--- config.mk ---
export PLATFORM = sky130hd
export DESIGN_NAME = fx2_usb_bridge
export DESIGN_NICKNAME = d
export VERILOG_FILES = /design/src/fx2_pkg.sv /design/src/fifo_link_if.sv /design/src/word_fifo.sv /design/src/burst_timer.sv /design/src/fx2_fifo_sm.sv /design/src/fx2_usb_bridge.sv
export SDC_FILE = /design/constraint.sdc
export NUM_CORES = 1
export LEC_CHECK = 0
export BUFFER_PORTS_ARGS = -buffer_cell sky130_fd_sc_hd__buf_2
export CORE_MARGIN = 2
export CORE_UTILIZATION = 35
export CTS_CLUSTER_SIZE = 12
export DETAILED_ROUTE_END_ITERATION = 12
export GPL_TIMING_DRIVEN = 0
export PLACE_DENSITY = 0.61
export SYNTH_ARGS = -nofsm -noshare
export SYNTH_HDL_FRONTEND = slang
export SYNTH_SLANG_ARGS = --single-unit
--- constraint.sdc ---
create_clock -name IF_clk -period 7.96 [get_ports IF_clk]
set_input_delay 0.398 -clock IF_clk [delete_from_list [all_inputs] [get_ports IF_clk]]
set_output_delay 0.398 -clock IF_clk [all_outputs]
set_load 0.02 [all_outputs]
--- src/fx2_pkg.sv ---
package fx2_pkg;

  ////////////////////////////////////////////////////////////////////////////
  // data types
  ////////////////////////////////////////////////////////////////////////////

  typedef logic [15:0] usb_word_t;              // one 16-bit fifo word, host byte order

  typedef struct packed
  {
    logic [7:0] bin;                            // spectrum bin index
    logic [7:0] mag;                            // bin magnitude
  } spec_sample_t;

  ////////////////////////////////////////////////////////////////////////////
  // controller endpoint addressing
  ////////////////////////////////////////////////////////////////////////////

  typedef logic [1:0] fifo_adr_t;

  localparam fifo_adr_t ep2_adr = 2'b00;        // host to device
  localparam fifo_adr_t ep4_adr = 2'b01;        // spectrum to host
  localparam fifo_adr_t ep6_adr = 2'b10;        // transmit to host

  typedef enum logic {ep_tx, ep_sp} ep_sel_t;   // source of next device-to-host burst

  typedef enum logic [4:0]
  {
    idle, from_addr, from_check,
    f1, f2, f3, f4, f5, f6, fdone,              // host word read
    to_addr, to_check,
    t1, t2, t3, t4, t5, t6, t7, tdone           // word write toward host
  } fx2_state_t;

  // the controller and the host disagree on byte order
  function automatic usb_word_t byte_swap(input usb_word_t w);
    return {w[7:0], w[15:8]};
  endfunction

endpackage

--- src/fifo_link_if.sv ---
`timescale 1ns/10ps

interface fifo_link_if
#(
  parameter type payload_t = fx2_pkg::usb_word_t,
  parameter int  DEPTH     = 16
);

  localparam int UW = $clog2(DEPTH + 1);        // count reaches DEPTH

  logic           req;                          // one cycle, one word
  payload_t       data;
  logic [UW-1:0]  used;                         // words held
  logic           full;

  // fifo receives writes from the state machine
  modport wr_fifo (input req, input data, output used, output full);
  modport wr_user (output req, output data, input used, input full);

  // fifo is read by the state machine, data one cycle after req
  modport rd_fifo (input req, output data, output used, output full);
  modport rd_user (output req, input data, input used, input full);

endinterface

--- src/word_fifo.sv ---
`timescale 1ns/10ps

module word_fifo
#(
  parameter type payload_t = fx2_pkg::usb_word_t,
  parameter int  DEPTH     = 16
)
(
  input  logic                         IF_clk,
  input  logic                         IF_rst,
  input  logic                         wr_req,     // write side
  input  payload_t                     wr_data,
  output logic                         full,
  input  logic                         rd_req,     // read side
  output payload_t                     rd_data,
  output logic                         empty,
  output logic [$clog2(DEPTH + 1)-1:0] used
);

  localparam int AW = (DEPTH > 1) ? $clog2(DEPTH) : 1;
  localparam int UW = $clog2(DEPTH + 1);

  payload_t       mem [DEPTH];                  // circular buffer, no reset
  logic [AW-1:0]  wr_ptr;
  logic [AW-1:0]  rd_ptr;
  logic           do_wr;
  logic           do_rd;

  assign do_wr = wr_req && !full;               // overflow dropped
  assign do_rd = rd_req && !empty;
  assign full  = (used == UW'(DEPTH));          // exact, count is never stale
  assign empty = (used == '0);

  always_ff @(posedge IF_clk)
  begin
    if (do_wr)
      mem[wr_ptr] <= wr_data;
    if (do_rd)
      rd_data <= mem[rd_ptr];                   // registered read
  end

  always_ff @(posedge IF_clk)
  begin
    if (IF_rst)
    begin
      wr_ptr <= '0;
      rd_ptr <= '0;
      used   <= '0;
    end
    else
    begin
      if (do_wr)
        wr_ptr <= (wr_ptr == AW'(DEPTH - 1)) ? '0 : wr_ptr + 1'b1;   // wrap at any depth
      if (do_rd)
        rd_ptr <= (rd_ptr == AW'(DEPTH - 1)) ? '0 : rd_ptr + 1'b1;
      case ({do_wr, do_rd})
        2'b10:   used <= used + 1'b1;
        2'b01:   used <= used - 1'b1;
        default: used <= used;                  // both or neither
      endcase
    end
  end

  // writer and reader live in other modules and must respect the flags
  a_no_overflow : assert property (@(posedge IF_clk) disable iff (IF_rst) wr_req |-> !full)
    else $error("word_fifo write while full");
  a_no_underflow : assert property (@(posedge IF_clk) disable iff (IF_rst) rd_req |-> !empty)
    else $error("word_fifo read while empty");

endmodule

--- src/burst_timer.sv ---
`timescale 1ns/10ps

module burst_timer
#(
  parameter int RX_BURST = 4,
  parameter int TX_BURST = 4,
  parameter int SP_BURST = 2
)
(
  input  logic                 IF_clk,
  input  logic                 IF_rst,
  input  fx2_pkg::fx2_state_t  state,
  input  fx2_pkg::ep_sel_t     ep_sel,
  output logic                 last
);

  localparam int MAX_AB = (RX_BURST > TX_BURST) ? RX_BURST : TX_BURST;
  localparam int MAX_B  = (MAX_AB > SP_BURST) ? MAX_AB : SP_BURST;
  localparam int CW     = $clog2(MAX_B + 1);    // count runs up to the burst length

  localparam logic [CW-1:0] RX_END = CW'(RX_BURST - 1);   // index of final word
  localparam logic [CW-1:0] TX_END = CW'(TX_BURST - 1);
  localparam logic [CW-1:0] SP_END = CW'(SP_BURST - 1);

  logic [CW-1:0] count;                         // words finished in this burst
  logic [CW-1:0] end_sel;                       // active limit
  logic          rx_phase;

  assign rx_phase = state inside {fx2_pkg::f1, fx2_pkg::f2, fx2_pkg::f3,
                                  fx2_pkg::f4, fx2_pkg::f5, fx2_pkg::f6};

  always_comb
  begin
    if (rx_phase)
      end_sel = RX_END;
    else if (ep_sel == fx2_pkg::ep_tx)
      end_sel = TX_END;
    else
      end_sel = SP_END;
  end

  assign last = (count == end_sel);             // sampled only at f6 and t7

  always_ff @(posedge IF_clk)
  begin
    if (IF_rst)
      count <= '0;
    else if (state inside {fx2_pkg::from_check, fx2_pkg::to_check,
                           fx2_pkg::fdone, fx2_pkg::tdone})
      count <= '0;                              // fresh burst
    else if (state inside {fx2_pkg::f6, fx2_pkg::t7})
      count <= count + 1'b1;                    // word done
  end

  // the state machine must leave the burst once last was seen
  a_count_in_limit : assert property (@(posedge IF_clk) disable iff (IF_rst)
    (state inside {fx2_pkg::f1, fx2_pkg::f6, fx2_pkg::t1, fx2_pkg::t7}) |-> count <= end_sel)
    else $error("burst count passed its limit");

endmodule

--- src/fx2_fifo_sm.sv ---
`timescale 1ns/10ps

module fx2_fifo_sm
#(
  parameter int FIFO_DEPTH = 16,
  parameter int RX_BURST   = 4,
  parameter int TX_BURST   = 4,
  parameter int SP_BURST   = 2
)
(
  input  logic                 IF_clk,
  input  logic                 IF_rst,
  input  logic                 flaga,           // host has data for us
  input  logic                 flagb,           // ep4 has space
  input  logic                 flagc,           // ep6 has space
  output logic                 slrd,            // active low
  output logic                 slwr,            // active low
  output logic                 sloe,            // active low
  output fx2_pkg::fifo_adr_t   fifo_adr,
  input  fx2_pkg::usb_word_t   fd_in,
  output fx2_pkg::usb_word_t   fd_out,
  output logic                 fd_oe,
  fifo_link_if.wr_user         rx,
  fifo_link_if.rd_user         tx,
  fifo_link_if.rd_user         sp,
  output fx2_pkg::fx2_state_t  state,
  output fx2_pkg::ep_sel_t     ep_sel,
  input  logic                 last             // final word of the burst
);

  localparam int UW = $clog2(FIFO_DEPTH + 1);

  localparam logic [UW-1:0] RX_ROOM = UW'(FIFO_DEPTH - RX_BURST);   // max used before a burst
  localparam logic [UW-1:0] TX_MIN  = UW'(TX_BURST);
  localparam logic [UW-1:0] SP_MIN  = UW'(SP_BURST);

  fx2_pkg::fx2_state_t state_nxt;
  logic                rx_rdy;
  logic                to_rdy;

  ////////////////////////////////////////////////////////////////////////////
  // readiness and next state
  ////////////////////////////////////////////////////////////////////////////

  assign rx_rdy = flaga && (rx.used <= RX_ROOM);                   // full burst fits
  assign to_rdy = (ep_sel == fx2_pkg::ep_tx) ? (flagc && (tx.used >= TX_MIN))
                                             : (flagb && (sp.used >= SP_MIN));

  always_comb
  begin
    case (state)
      fx2_pkg::idle:       state_nxt = fx2_pkg::from_addr;
      fx2_pkg::from_addr:  state_nxt = fx2_pkg::from_check;    // ep2 address settling
      fx2_pkg::from_check: state_nxt = rx_rdy ? fx2_pkg::f1 : fx2_pkg::fdone;
      fx2_pkg::f1:         state_nxt = fx2_pkg::f2;
      fx2_pkg::f2:         state_nxt = fx2_pkg::f3;
      fx2_pkg::f3:         state_nxt = fx2_pkg::f4;
      fx2_pkg::f4:         state_nxt = fx2_pkg::f5;
      fx2_pkg::f5:         state_nxt = fx2_pkg::f6;
      fx2_pkg::f6:         state_nxt = last ? fx2_pkg::fdone : fx2_pkg::f1;
      fx2_pkg::fdone:      state_nxt = fx2_pkg::to_addr;
      fx2_pkg::to_addr:    state_nxt = fx2_pkg::to_check;      // ep4/ep6 address settling
      fx2_pkg::to_check:   state_nxt = to_rdy ? fx2_pkg::t1 : fx2_pkg::tdone;
      fx2_pkg::t1:         state_nxt = fx2_pkg::t2;
      fx2_pkg::t2:         state_nxt = fx2_pkg::t3;
      fx2_pkg::t3:         state_nxt = fx2_pkg::t4;
      fx2_pkg::t4:         state_nxt = fx2_pkg::t5;
      fx2_pkg::t5:         state_nxt = fx2_pkg::t6;
      fx2_pkg::t6:         state_nxt = fx2_pkg::t7;
      fx2_pkg::t7:         state_nxt = last ? fx2_pkg::tdone : fx2_pkg::t1;
      fx2_pkg::tdone:      state_nxt = fx2_pkg::from_addr;
      default:             state_nxt = fx2_pkg::idle;
    endcase
  end

  ////////////////////////////////////////////////////////////////////////////
  // registered strobes, address and requests
  ////////////////////////////////////////////////////////////////////////////

  always_ff @(posedge IF_clk)
  begin
    if (IF_rst)
    begin
      state    <= fx2_pkg::idle;
      slrd     <= 1'b1;
      slwr     <= 1'b1;
      sloe     <= 1'b1;
      fd_oe    <= 1'b0;
      ep_sel   <= fx2_pkg::ep_tx;               // transmit goes first
      fifo_adr <= fx2_pkg::ep2_adr;
      rx.req   <= 1'b0;
      tx.req   <= 1'b0;
      sp.req   <= 1'b0;
    end
    else
    begin
      state <= state_nxt;
      if (state == fx2_pkg::f1)
        sloe <= 1'b0;                           // held through the read burst
      else if (state == fx2_pkg::fdone)
        sloe <= 1'b1;
      slrd <= !(state inside {fx2_pkg::f2, fx2_pkg::f3, fx2_pkg::f4});   // 3 clocks low
      slwr <= !(state inside {fx2_pkg::t1, fx2_pkg::t2, fx2_pkg::t3});   // 3 low, 4 high
      if (state == fx2_pkg::t1)
        fd_oe <= 1'b1;                          // drive bus for the write burst
      else if (state == fx2_pkg::tdone)
        fd_oe <= 1'b0;
      if (state == fx2_pkg::tdone)
        ep_sel <= (ep_sel == fx2_pkg::ep_tx) ? fx2_pkg::ep_sp : fx2_pkg::ep_tx;
      if (state inside {fx2_pkg::idle, fx2_pkg::tdone})
        fifo_adr <= fx2_pkg::ep2_adr;
      else if (state == fx2_pkg::fdone)
        fifo_adr <= (ep_sel == fx2_pkg::ep_tx) ? fx2_pkg::ep6_adr : fx2_pkg::ep4_adr;
      rx.req <= (state == fx2_pkg::f5);         // data captured a cycle earlier
      tx.req <= (state == fx2_pkg::t1) && (ep_sel == fx2_pkg::ep_tx);  // fetch ahead of slwr
      sp.req <= (state == fx2_pkg::t1) && (ep_sel == fx2_pkg::ep_sp);
    end
  end

  // host word is stable well before the end of f4
  always_ff @(posedge IF_clk)
  begin
    if (state == fx2_pkg::f4)
      rx.data <= fx2_pkg::byte_swap(fd_in);
  end

  // source word back into controller byte order
  assign fd_out = (ep_sel == fx2_pkg::ep_tx) ? fx2_pkg::byte_swap(tx.data)
                                             : fx2_pkg::byte_swap(fx2_pkg::usb_word_t'(sp.data));

  ////////////////////////////////////////////////////////////////////////////
  // checks
  ////////////////////////////////////////////////////////////////////////////

  a_strobe_excl : assert property (@(posedge IF_clk) disable iff (IF_rst) !(!slrd && !slwr))
    else $error("slrd and slwr low together");
  a_bus_contention : assert property (@(posedge IF_clk) disable iff (IF_rst) !(fd_oe && !sloe))
    else $error("fd_oe high while controller drives the bus");
  a_rx_room : assert property (@(posedge IF_clk) disable iff (IF_rst) rx.req |-> !rx.full)
    else $error("rx request on full receive fifo");

endmodule

--- src/fx2_usb_bridge.sv ---
`timescale 1ns/10ps

module fx2_usb_bridge
#(
  parameter int FIFO_DEPTH = 16,
  parameter int RX_BURST   = 4,
  parameter int TX_BURST   = 4,
  parameter int SP_BURST   = 2
)
(
  input  logic                  IF_clk,
  input  logic                  IF_rst,
  input  logic                  flaga,          // controller side
  input  logic                  flagb,
  input  logic                  flagc,
  output logic                  slrd,
  output logic                  slwr,
  output logic                  sloe,
  output fx2_pkg::fifo_adr_t    fifo_adr,
  input  fx2_pkg::usb_word_t    fd_in,
  output fx2_pkg::usb_word_t    fd_out,
  output logic                  fd_oe,
  input  logic                  rx_rd,          // fabric side, host data out
  output fx2_pkg::usb_word_t    rx_data,
  output logic                  rx_empty,
  input  logic                  tx_wr,          // fabric side, words to host
  input  fx2_pkg::usb_word_t    tx_data,
  output logic                  tx_full,
  input  logic                  sp_wr,          // fabric side, spectrum to host
  input  fx2_pkg::spec_sample_t sp_data,
  output logic                  sp_full
);

  fx2_pkg::fx2_state_t state;
  fx2_pkg::ep_sel_t    ep_sel;
  logic                last;

  fifo_link_if #(.payload_t(fx2_pkg::usb_word_t),    .DEPTH(FIFO_DEPTH)) rx_link ();
  fifo_link_if #(.payload_t(fx2_pkg::usb_word_t),    .DEPTH(FIFO_DEPTH)) tx_link ();
  fifo_link_if #(.payload_t(fx2_pkg::spec_sample_t), .DEPTH(FIFO_DEPTH)) sp_link ();

  assign tx_full = tx_link.full;
  assign sp_full = sp_link.full;

  fx2_fifo_sm #(.FIFO_DEPTH(FIFO_DEPTH), .RX_BURST(RX_BURST), .TX_BURST(TX_BURST),
                .SP_BURST(SP_BURST)) u_sm
  (
    .IF_clk, .IF_rst, .flaga, .flagb, .flagc, .slrd, .slwr, .sloe, .fifo_adr,
    .fd_in, .fd_out, .fd_oe,
    .rx(rx_link.wr_user), .tx(tx_link.rd_user), .sp(sp_link.rd_user),
    .state, .ep_sel, .last
  );

  burst_timer #(.RX_BURST(RX_BURST), .TX_BURST(TX_BURST), .SP_BURST(SP_BURST)) u_timer
  (
    .IF_clk, .IF_rst, .state, .ep_sel, .last
  );

  // host words, written by the state machine
  word_fifo #(.payload_t(fx2_pkg::usb_word_t), .DEPTH(FIFO_DEPTH)) rx_fifo
  (
    .IF_clk, .IF_rst,
    .wr_req(rx_link.req), .wr_data(rx_link.data), .full(rx_link.full),
    .rd_req(rx_rd), .rd_data(rx_data), .empty(rx_empty), .used(rx_link.used)
  );

  word_fifo #(.payload_t(fx2_pkg::usb_word_t), .DEPTH(FIFO_DEPTH)) tx_fifo
  (
    .IF_clk, .IF_rst,
    .wr_req(tx_wr), .wr_data(tx_data), .full(tx_link.full),
    .rd_req(tx_link.req), .rd_data(tx_link.data), .empty(), .used(tx_link.used)
  );

  word_fifo #(.payload_t(fx2_pkg::spec_sample_t), .DEPTH(FIFO_DEPTH)) sp_fifo
  (
    .IF_clk, .IF_rst,
    .wr_req(sp_wr), .wr_data(sp_data), .full(sp_link.full),
    .rd_req(sp_link.req), .rd_data(sp_link.data), .empty(), .used(sp_link.used)
  );

endmodule

==> impl_metrics.json, run 1 <==
{
  "layout_min_cycle_time_ns": 3.72,
  "grt.overflow.total": 0,
  "cts_tree": "built",
  "gp_congestion": 0.835,
  "ys_ff_latch": 889,
  "num-fill-cells": 8676,
  "max_freq_mhz": 269,
  "die_width_um": 320,
  "die_h_um": 320,
  "synthFlopType": "edfxtp_1",
  "rsz0062_at_grt": "false",
  "status": "finished, final reports clean",
  "hold_depth": 1,
  "peakVddDrop_uv": 186,
  "cts.path.max_buffers": 3,
  "hpwlAfterDp_um": 52800,
  "grt_pass1_wl_um": 117000,
  "hold_path_end": "tx_fifo.mem[2][7]",
  "viasPerCell": 5.13,
  "synth_top_area_share_pct": 71.4,
  "die-area_um2": 102000,
  "crit_fanout": 20,
  "postSynthCellCount": 1783,
  "clk-insertion-delay-late_ns": 0.67,
  "synth_common_cells": "edfxtp_1 (832), mux4_2 (187), nor2_1 (98)",
  "r2r_cells": 12,
  "start_util_pct": 35.4,
  "maxCapViolations": 0,
  "wl_um": 78200,
  "path_cells": "nor3_2 > nand2_1 > o21ai_0 > inv_1 > ha_1 > ha_1 > nor2b_1 > o21ai_0 > a21oi_1 > nor3_1 > xnor2_1 > nor2_1",
  "slowest_delay_ns": 0.64,
  "period_share_pct": 46.8,
  "drive_gt1_share_pct": 27.9,
  "finalSetupTns_ns": 0,
  "crit_arrival_ns": 4.24,
  "antenna_found_initial": 4,
  "synth_area_leaders": "edfxtp_1 (71%), mux4_2 (12%), dfxtp_1 (3.3%)",
  "leakage_nw": 12.9,
  "grt_pass1_vias": 18300,
  "clock_sinks": 889,
  "critPathLaunchType": "flip-flop",
  "nets": 2126,
  "drt_first_iter_violations": 1653,
  "synth_edf_count": 832,
  "relSlewSlack_pct": 24.3,
  "placed_area_um2": 38100,
  "h-tree-depth": 3,
  "synthToLayoutAreaGrowth_pct": 17.4,
  "ys_types": 60,
  "drc": 0,
  "cp-end-kind": "flip-flop",
  "row_count": 115,
  "ant_nets": 0,
  "synth_area_per_cell_um2": 19.6,
  "netlist_area_um2": 35000,
  "postCtsSetupBuffers": 0,
  "maxSlewViolCount": 0,
  "yosysWarnings": 0,
  "skew_ns": 0.0342,
  "vias": 17400,
  "r2r_slack_ns": 4.24,
  "worst_pin_slew_ns": 1.14,
  "synth_top_cell_by_area": "edfxtp_1",
  "r2r-start": "sp_fifo.used[1]",
  "hold_viol": 0,
  "hp-start": "tx_data[7]",
  "hold_class": "in -> reg",
  "required_ns": 8.47,
  "grt_max_degree": 23,
  "wl_per_cell_um": 23.0,
  "io_pins": 97,
  "setup_viol_count_final": 0,
  "syn-num-nets": 1870,
  "cp_slowest_cell": "o21ai_0",
  "crit_type": "reg -> reg",
  "yosysSeqAreaShare_pct": 74.7,
  "core_um2": 98700,
  "r2r_end": "sp_fifo.used[4]",
  "numCtsBuffers": 93,
  "numPortBuffers": 95,
  "final_area_um2": 41100,
  "p_per_area_nw_per_um2": 229,
  "clkSlewWorstSetupHoldPaths_ns": 0.06,
  "grtUsageTotal_pct": 15.4,
  "ys_async_sr_fraction_pct": 0,
  "dr.pass1.iters": 5,
  "yosysMostFrequentCell": "edfxtp_1",
  "cts_root_buffer": "clkbuf_16",
  "timing.hold.ws_ns": 0.114
}
[registers in the layout (all words and copies together) (netlist names), 5 cells and up]
signal	cells
u_sm.state	5
sp_fifo.mem	256
tx_fifo.rd_data	16
rx_fifo.used	5
tx_fifo.used	5
sp_fifo.used	5
tx_fifo.mem	256
u_sm.rx.data	16
rx_fifo.mem	256
sp_fifo.rd_data	16
rx_fifo.rd_data	16
[worst max-delay path by stage]
stage	start	slack, ns	endpoint
after detailed placement	sp_fifo.used[1]	4.22	sp_fifo.used[4]
after global placement	sp_fifo.used[1]	3.96	sp_fifo.mem[0][3]
after global routing	sp_fifo.used[1]	3.87	sp_fifo.used[4]
after CTS	sp_fifo.used[1]	4.20	sp_fifo.used[4]
after floorplan	sp_fifo.used[1]	5.14	sp_fifo.used[4]
final	sp_fifo.used[1]	4.24	sp_fifo.used[4]
[critical path: cells and delay by family, from the launching register on]
kind | cells | cell delay, ns
buffers and inverters | 1 | 0.61
AND/OR/NAND/NOR | 5 | 0.72
XOR/XNOR | 1 | 0.14
flip-flops | 1 | 0.37
adder cells (fa/ha/maj) | 2 | 0.77
AO/OA/AOI/OAI | 3 | 0.98
[metal layers]
metal / part of all wire, % / routed length, µm / track usage, %
met2: 48 / 37600 / 25.0
met1: 43 / 33300 / 20.7
met5: 0.017 / 13 / 0
met4: 3.0 / 2350 / 5.14
met3: 6.3 / 4920 / 3.25
[cell type report]
| cell class | count | area [µm²] | area share, % |
|---|---|---|---|
| sequential | 889 | 26100 | 63.6 |
| multi-input combinational | 765 | 8260 | 20.1 |
| clock buffer | 127 | 2530 | 6.16 |
| tap | 1287 | 1610 | 3.92 |
| timing repair buffer | 161 | 1480 | 3.61 |
| buffer | 101 | 628 | 1.53 |
| clock inverter | 33 | 304 | 0.741 |
| inverter | 28 | 106 | 0.259 |
| antenna | 3 | 7.51 | 0.0183 |
[report_power, final]
part           switching, mW  internal (mW)  total [mW]
sequential            0.0137           5.12        5.13
combinational          0.130         0.0672       0.197
clock                   1.76           2.32        4.07
[stage by stage]
stage                     power, mW  worst slack, ns  cells  util [%]
after CTS                      9.50             4.20   3391      41.6
after global routing           9.69             3.87   3393      41.6
final                          9.40             4.24   3394      41.6
after detailed placement       5.42             4.22   3215      38.6
after global placement         5.41             3.96   3165      37.5
after floorplan                5.32             5.14   1783         -
[cell usage in the layout, fill, tap and decap left out, types with 10 or more instances in the layout]
| cell | n |
|---|---|
| ha_1 | 28 |
| a21oi_1 | 91 |
| nor2b_1 | 57 |
| nor2_1 | 62 |
| nor3_1 | 10 |
| nand3_1 | 10 |
| dfxtp_1 | 57 |
| mux4_2 | 187 |
| edfxtp_1 | 832 |
| clkbuf_16 | 95 |
| a211oi_1 | 46 |
| clkbuf_1 | 64 |
| inv_1 | 27 |
| mux2_2 | 16 |
| buf_16 | 12 |
| dlygate4sd3_1 | 16 |
| nand2b_1 | 14 |
| nor2_2 | 36 |
| buf_4 | 11 |
| buf_2 | 126 |
| clkinv_1 | 15 |
| xor2_1 | 15 |
| buf_8 | 26 |
| o21ai_0 | 13 |
| mux2i_1 | 52 |
| clkinv_2 | 11 |
| nand2_1 | 45 |
| buf_6 | 27 |
| nor3_2 | 13 |
[repair_timing]
action / CTS / global route
hold buffers: 16 / 0
endpoints found under the hold margin: 16 / 0
resized for setup: 0 / 0
endpoints found under the setup margin: 0 / 0
[cell families after synthesis]
kind of cell	Yosys count	share of synthesized area (%)
flip-flops	889	74.7
AND/OR/NAND/NOR	273	3.86
multiplexers	260	14.4
AO/OA/AOI/OAI	181	3.23
buffers and inverters	129	2.10
adder cells (fa/ha/maj)	31	1.17
XOR/XNOR	20	0.501
(Power assumes the default switching activity.)
==> inputs of run 2 (changes only) <==
--- a/config.mk
+++ b/config.mk
@@ -11,7 +11,7 @@
 export CTS_CLUSTER_SIZE = 12
 export DETAILED_ROUTE_END_ITERATION = 12
 export GPL_TIMING_DRIVEN = 0
-export PLACE_DENSITY = 0.61
+export PLACE_DENSITY = 0.63
 export SYNTH_ARGS = -nofsm -noshare
 export SYNTH_HDL_FRONTEND = slang
 export SYNTH_SLANG_ARGS = --single-unit
==> constraint.sdc (replaced) <==
create_clock -name IF_clk -period 3.19 [get_ports IF_clk]
set_input_delay 0.1595 -clock IF_clk [delete_from_list [all_inputs] [get_ports IF_clk]]
set_output_delay 0.1595 -clock IF_clk [all_outputs]
set_load 0.02 [all_outputs]
==> run 2 against run 1 <==
  * Register-to-register slack worse by 4.2 ns
  * Critical path depth up 2
  * Final area up 1.1%
  * First-iteration DRC count up 7.4%
  * Via count up 2.1%
  * Utilization up 0.44 points
  * Die area unchanged
  * Cell count up 1.3%
==> impl_metrics.json, run 2 (synthesis results as in run 1) <==
{
  "r2r_slack_ns": 0.07,
  "timing.hold.ws_ns": 0.0701,
  "leakage_nw": 13.0,
  "clk-insertion-delay-late_ns": 0.67,
  "maxCapViolations": 0,
  "crit_arrival_ns": 3.64,
  "wl_per_cell_um": 22.8,
  "setup_viol_count_final": 0,
  "drt_first_iter_violations": 1775,
  "crit_type": "reg -> reg",
  "skew_ns": 0.0355,
  "top_regs": "rx_fifo.mem: 256 flops, sp_fifo.mem: 256 flops, tx_fifo.mem: 256 flops",
  "clock_sinks": 889,
  "grt.busiest_layer": "met2",
  "die_h_um": 320,
  "synthToLayoutAreaGrowth_pct": 18.6,
  "worst_pin_slew_ns": 1.06,
  "met2_usage_pct": 25.4,
  "path_cells": "nor3_1 > nand3_2 > and2_1 > buf_4 > inv_1 > ha_1 > inv_1 > fa_1 > nor2b_1 > o21ai_0 > and3_1 > nor3_1 > xnor2_1 > nor2_1",
  "maxSlewViolCount": 0,
  "start_util_pct": 35.4,
  "grtUsageTotal_pct": 15.3,
  "die_width_um": 320,
  "numPortBuffers": 95,
  "numCtsBuffers": 93,
  "p_per_area_nw_per_um2": 568,
  "vias": 17800,
  "h-tree-depth": 3,
  "grt_pass1_vias": 18400,
  "grt_max_degree": 23,
  "drive_gt1_share_pct": 27.9,
  "slowest_delay_ns": 0.39,
  "hold_path_end": "sp_fifo.wr_ptr[1]",
  "grt.overflow.total": 0,
  "r2r_cells": 14,
  "viasPerCell": 5.18,
  "cts_tree": "built",
  "clkSlewWorstSetupHoldPaths_ns": 0.06,
  "dr.pass1.iters": 5,
  "antenna_cells": 0,
  "gp_congestion": 0.818,
  "hpwlAfterDp_um": 52300,
  "final_common_cell": "edfxtp_1",
  "antenna_found_initial": 0,
  "layout_min_cycle_time_ns": 3.12,
  "grt_pass1_wl_um": 117000,
  "peakVddDrop_uv": 475,
  "drc": 0,
  "critPathLaunchType": "flip-flop",
  "mostFrequentLayoutCells": "edfxtp_1 (832), mux4_2 (187), buf_2 (126)",
  "io_pins": 97,
  "globalRouteMet1Util_pct": 20.5,
  "status": "finished, final reports clean",
  "hp-start": "sp_wr",
  "cts.path.max_buffers": 3,
  "relSlewSlack_pct": 29.2,
  "row_count": 115,
  "nets": 2163,
  "hold_viol": 0,
  "r2r-start": "tx_fifo.used[1]",
  "max_freq_mhz": 320,
  "cts_root_buffer": "clkbuf_16",
  "core_um2": 98700,
  "cp-end-kind": "flip-flop",
  "rsz0062_at_grt": "true",
  "wl_um": 78500,
  "use_met3_pct": 3.01,
  "die-area_um2": 102000,
  "hold_depth": 5,
  "fin_util_pct": 42.0,
  "cp_slowest_cell": "fa_1",
  "crit_fanout": 10,
  "ant_nets": 0,
  "r2r_end": "tx_fifo.used[4]",
  "required_ns": 3.70,
  "period_share_pct": 97.9,
  "hold_class": "in -> reg",
  "finalPower_mw": 23.6
}
## run 2: per-layer routing
layer	vias up	part of all wire (%)
met5	-	0
met1	9281	42
met4	0	2.1
met3	115	6.4
li1	7778	-
met2	620	49
## run 2: worst max-delay path by stage
stage / startpoint / endpoint / slack (ns) / depth (start not counted)
floorplan: sp_fifo.used[1] / sp_fifo.used[4] / 0.37 / 12
global placement: sp_fifo.used[1] / sp_fifo.mem[1][3] / -0.76 / 6
detailed placement: sp_fifo.used[1] / sp_fifo.used[4] / -0.59 / 12
CTS: tx_fifo.used[1] / tx_fifo.used[4] / 0.06 / 14
global route: sp_fifo.used[1] / sp_fifo.used[4] / -0.03 / 14
finish: tx_fifo.used[1] / tx_fifo.used[4] / 0.07 / 14
## run 2: critical path: cells and delay by family, from the launching register on
kind                     cells  cell delay [ns]
buffers and inverters        3             0.36
flip-flops                   1             0.34
AND/OR/NAND/NOR              7             1.41
AO/OA/AOI/OAI                1             0.14
XOR/XNOR                     1             0.15
adder cells (fa/ha/maj)      2             0.61
## run 2: where the power goes
group	switching, mW	internal (mW)
Clock	4.39	5.82
Combinational	0.335	0.194
Sequential	0.0336	12.8
Total	4.76	18.8
## run 2: timing repair
item | in CTS | in global routing
hold endpoints to repair | 531 | 0
hold buffers | 49 | 0
cloned | 2 | 0
buffers inserted | 1 | 2
pin swaps | 0 | 0
endpoints found under the setup margin | 6 | 3
resized for setup | 6 | 4
## run 2: per-stage QoR
step	instance area (µm²)	cells	worst slack, ns	TNS [ns]
after floorplan	35000	1783	0.370	0
after global placement	37100	3165	-0.757	-96.99
after detailed placement	38000	3214	-0.587	-1.70
after CTS	41500	3436	0.0636	0
after global routing	41500	3438	-0.0333	-0.0592
final	41500	3438	0.0683	0
## run 2: layout make-up
cell class	count	area [µm²]
Multi-Input combinational cell	765	8290
Fill cell	8579	57200
Timing Repair inverter	2	10.0
Tap cell	1287	1610
Clock inverter	34	280
Buffer	101	628
Inverter	28	114
Timing Repair Buffer	196	1830
Clock buffer	136	2590
Sequential cell	889	26100
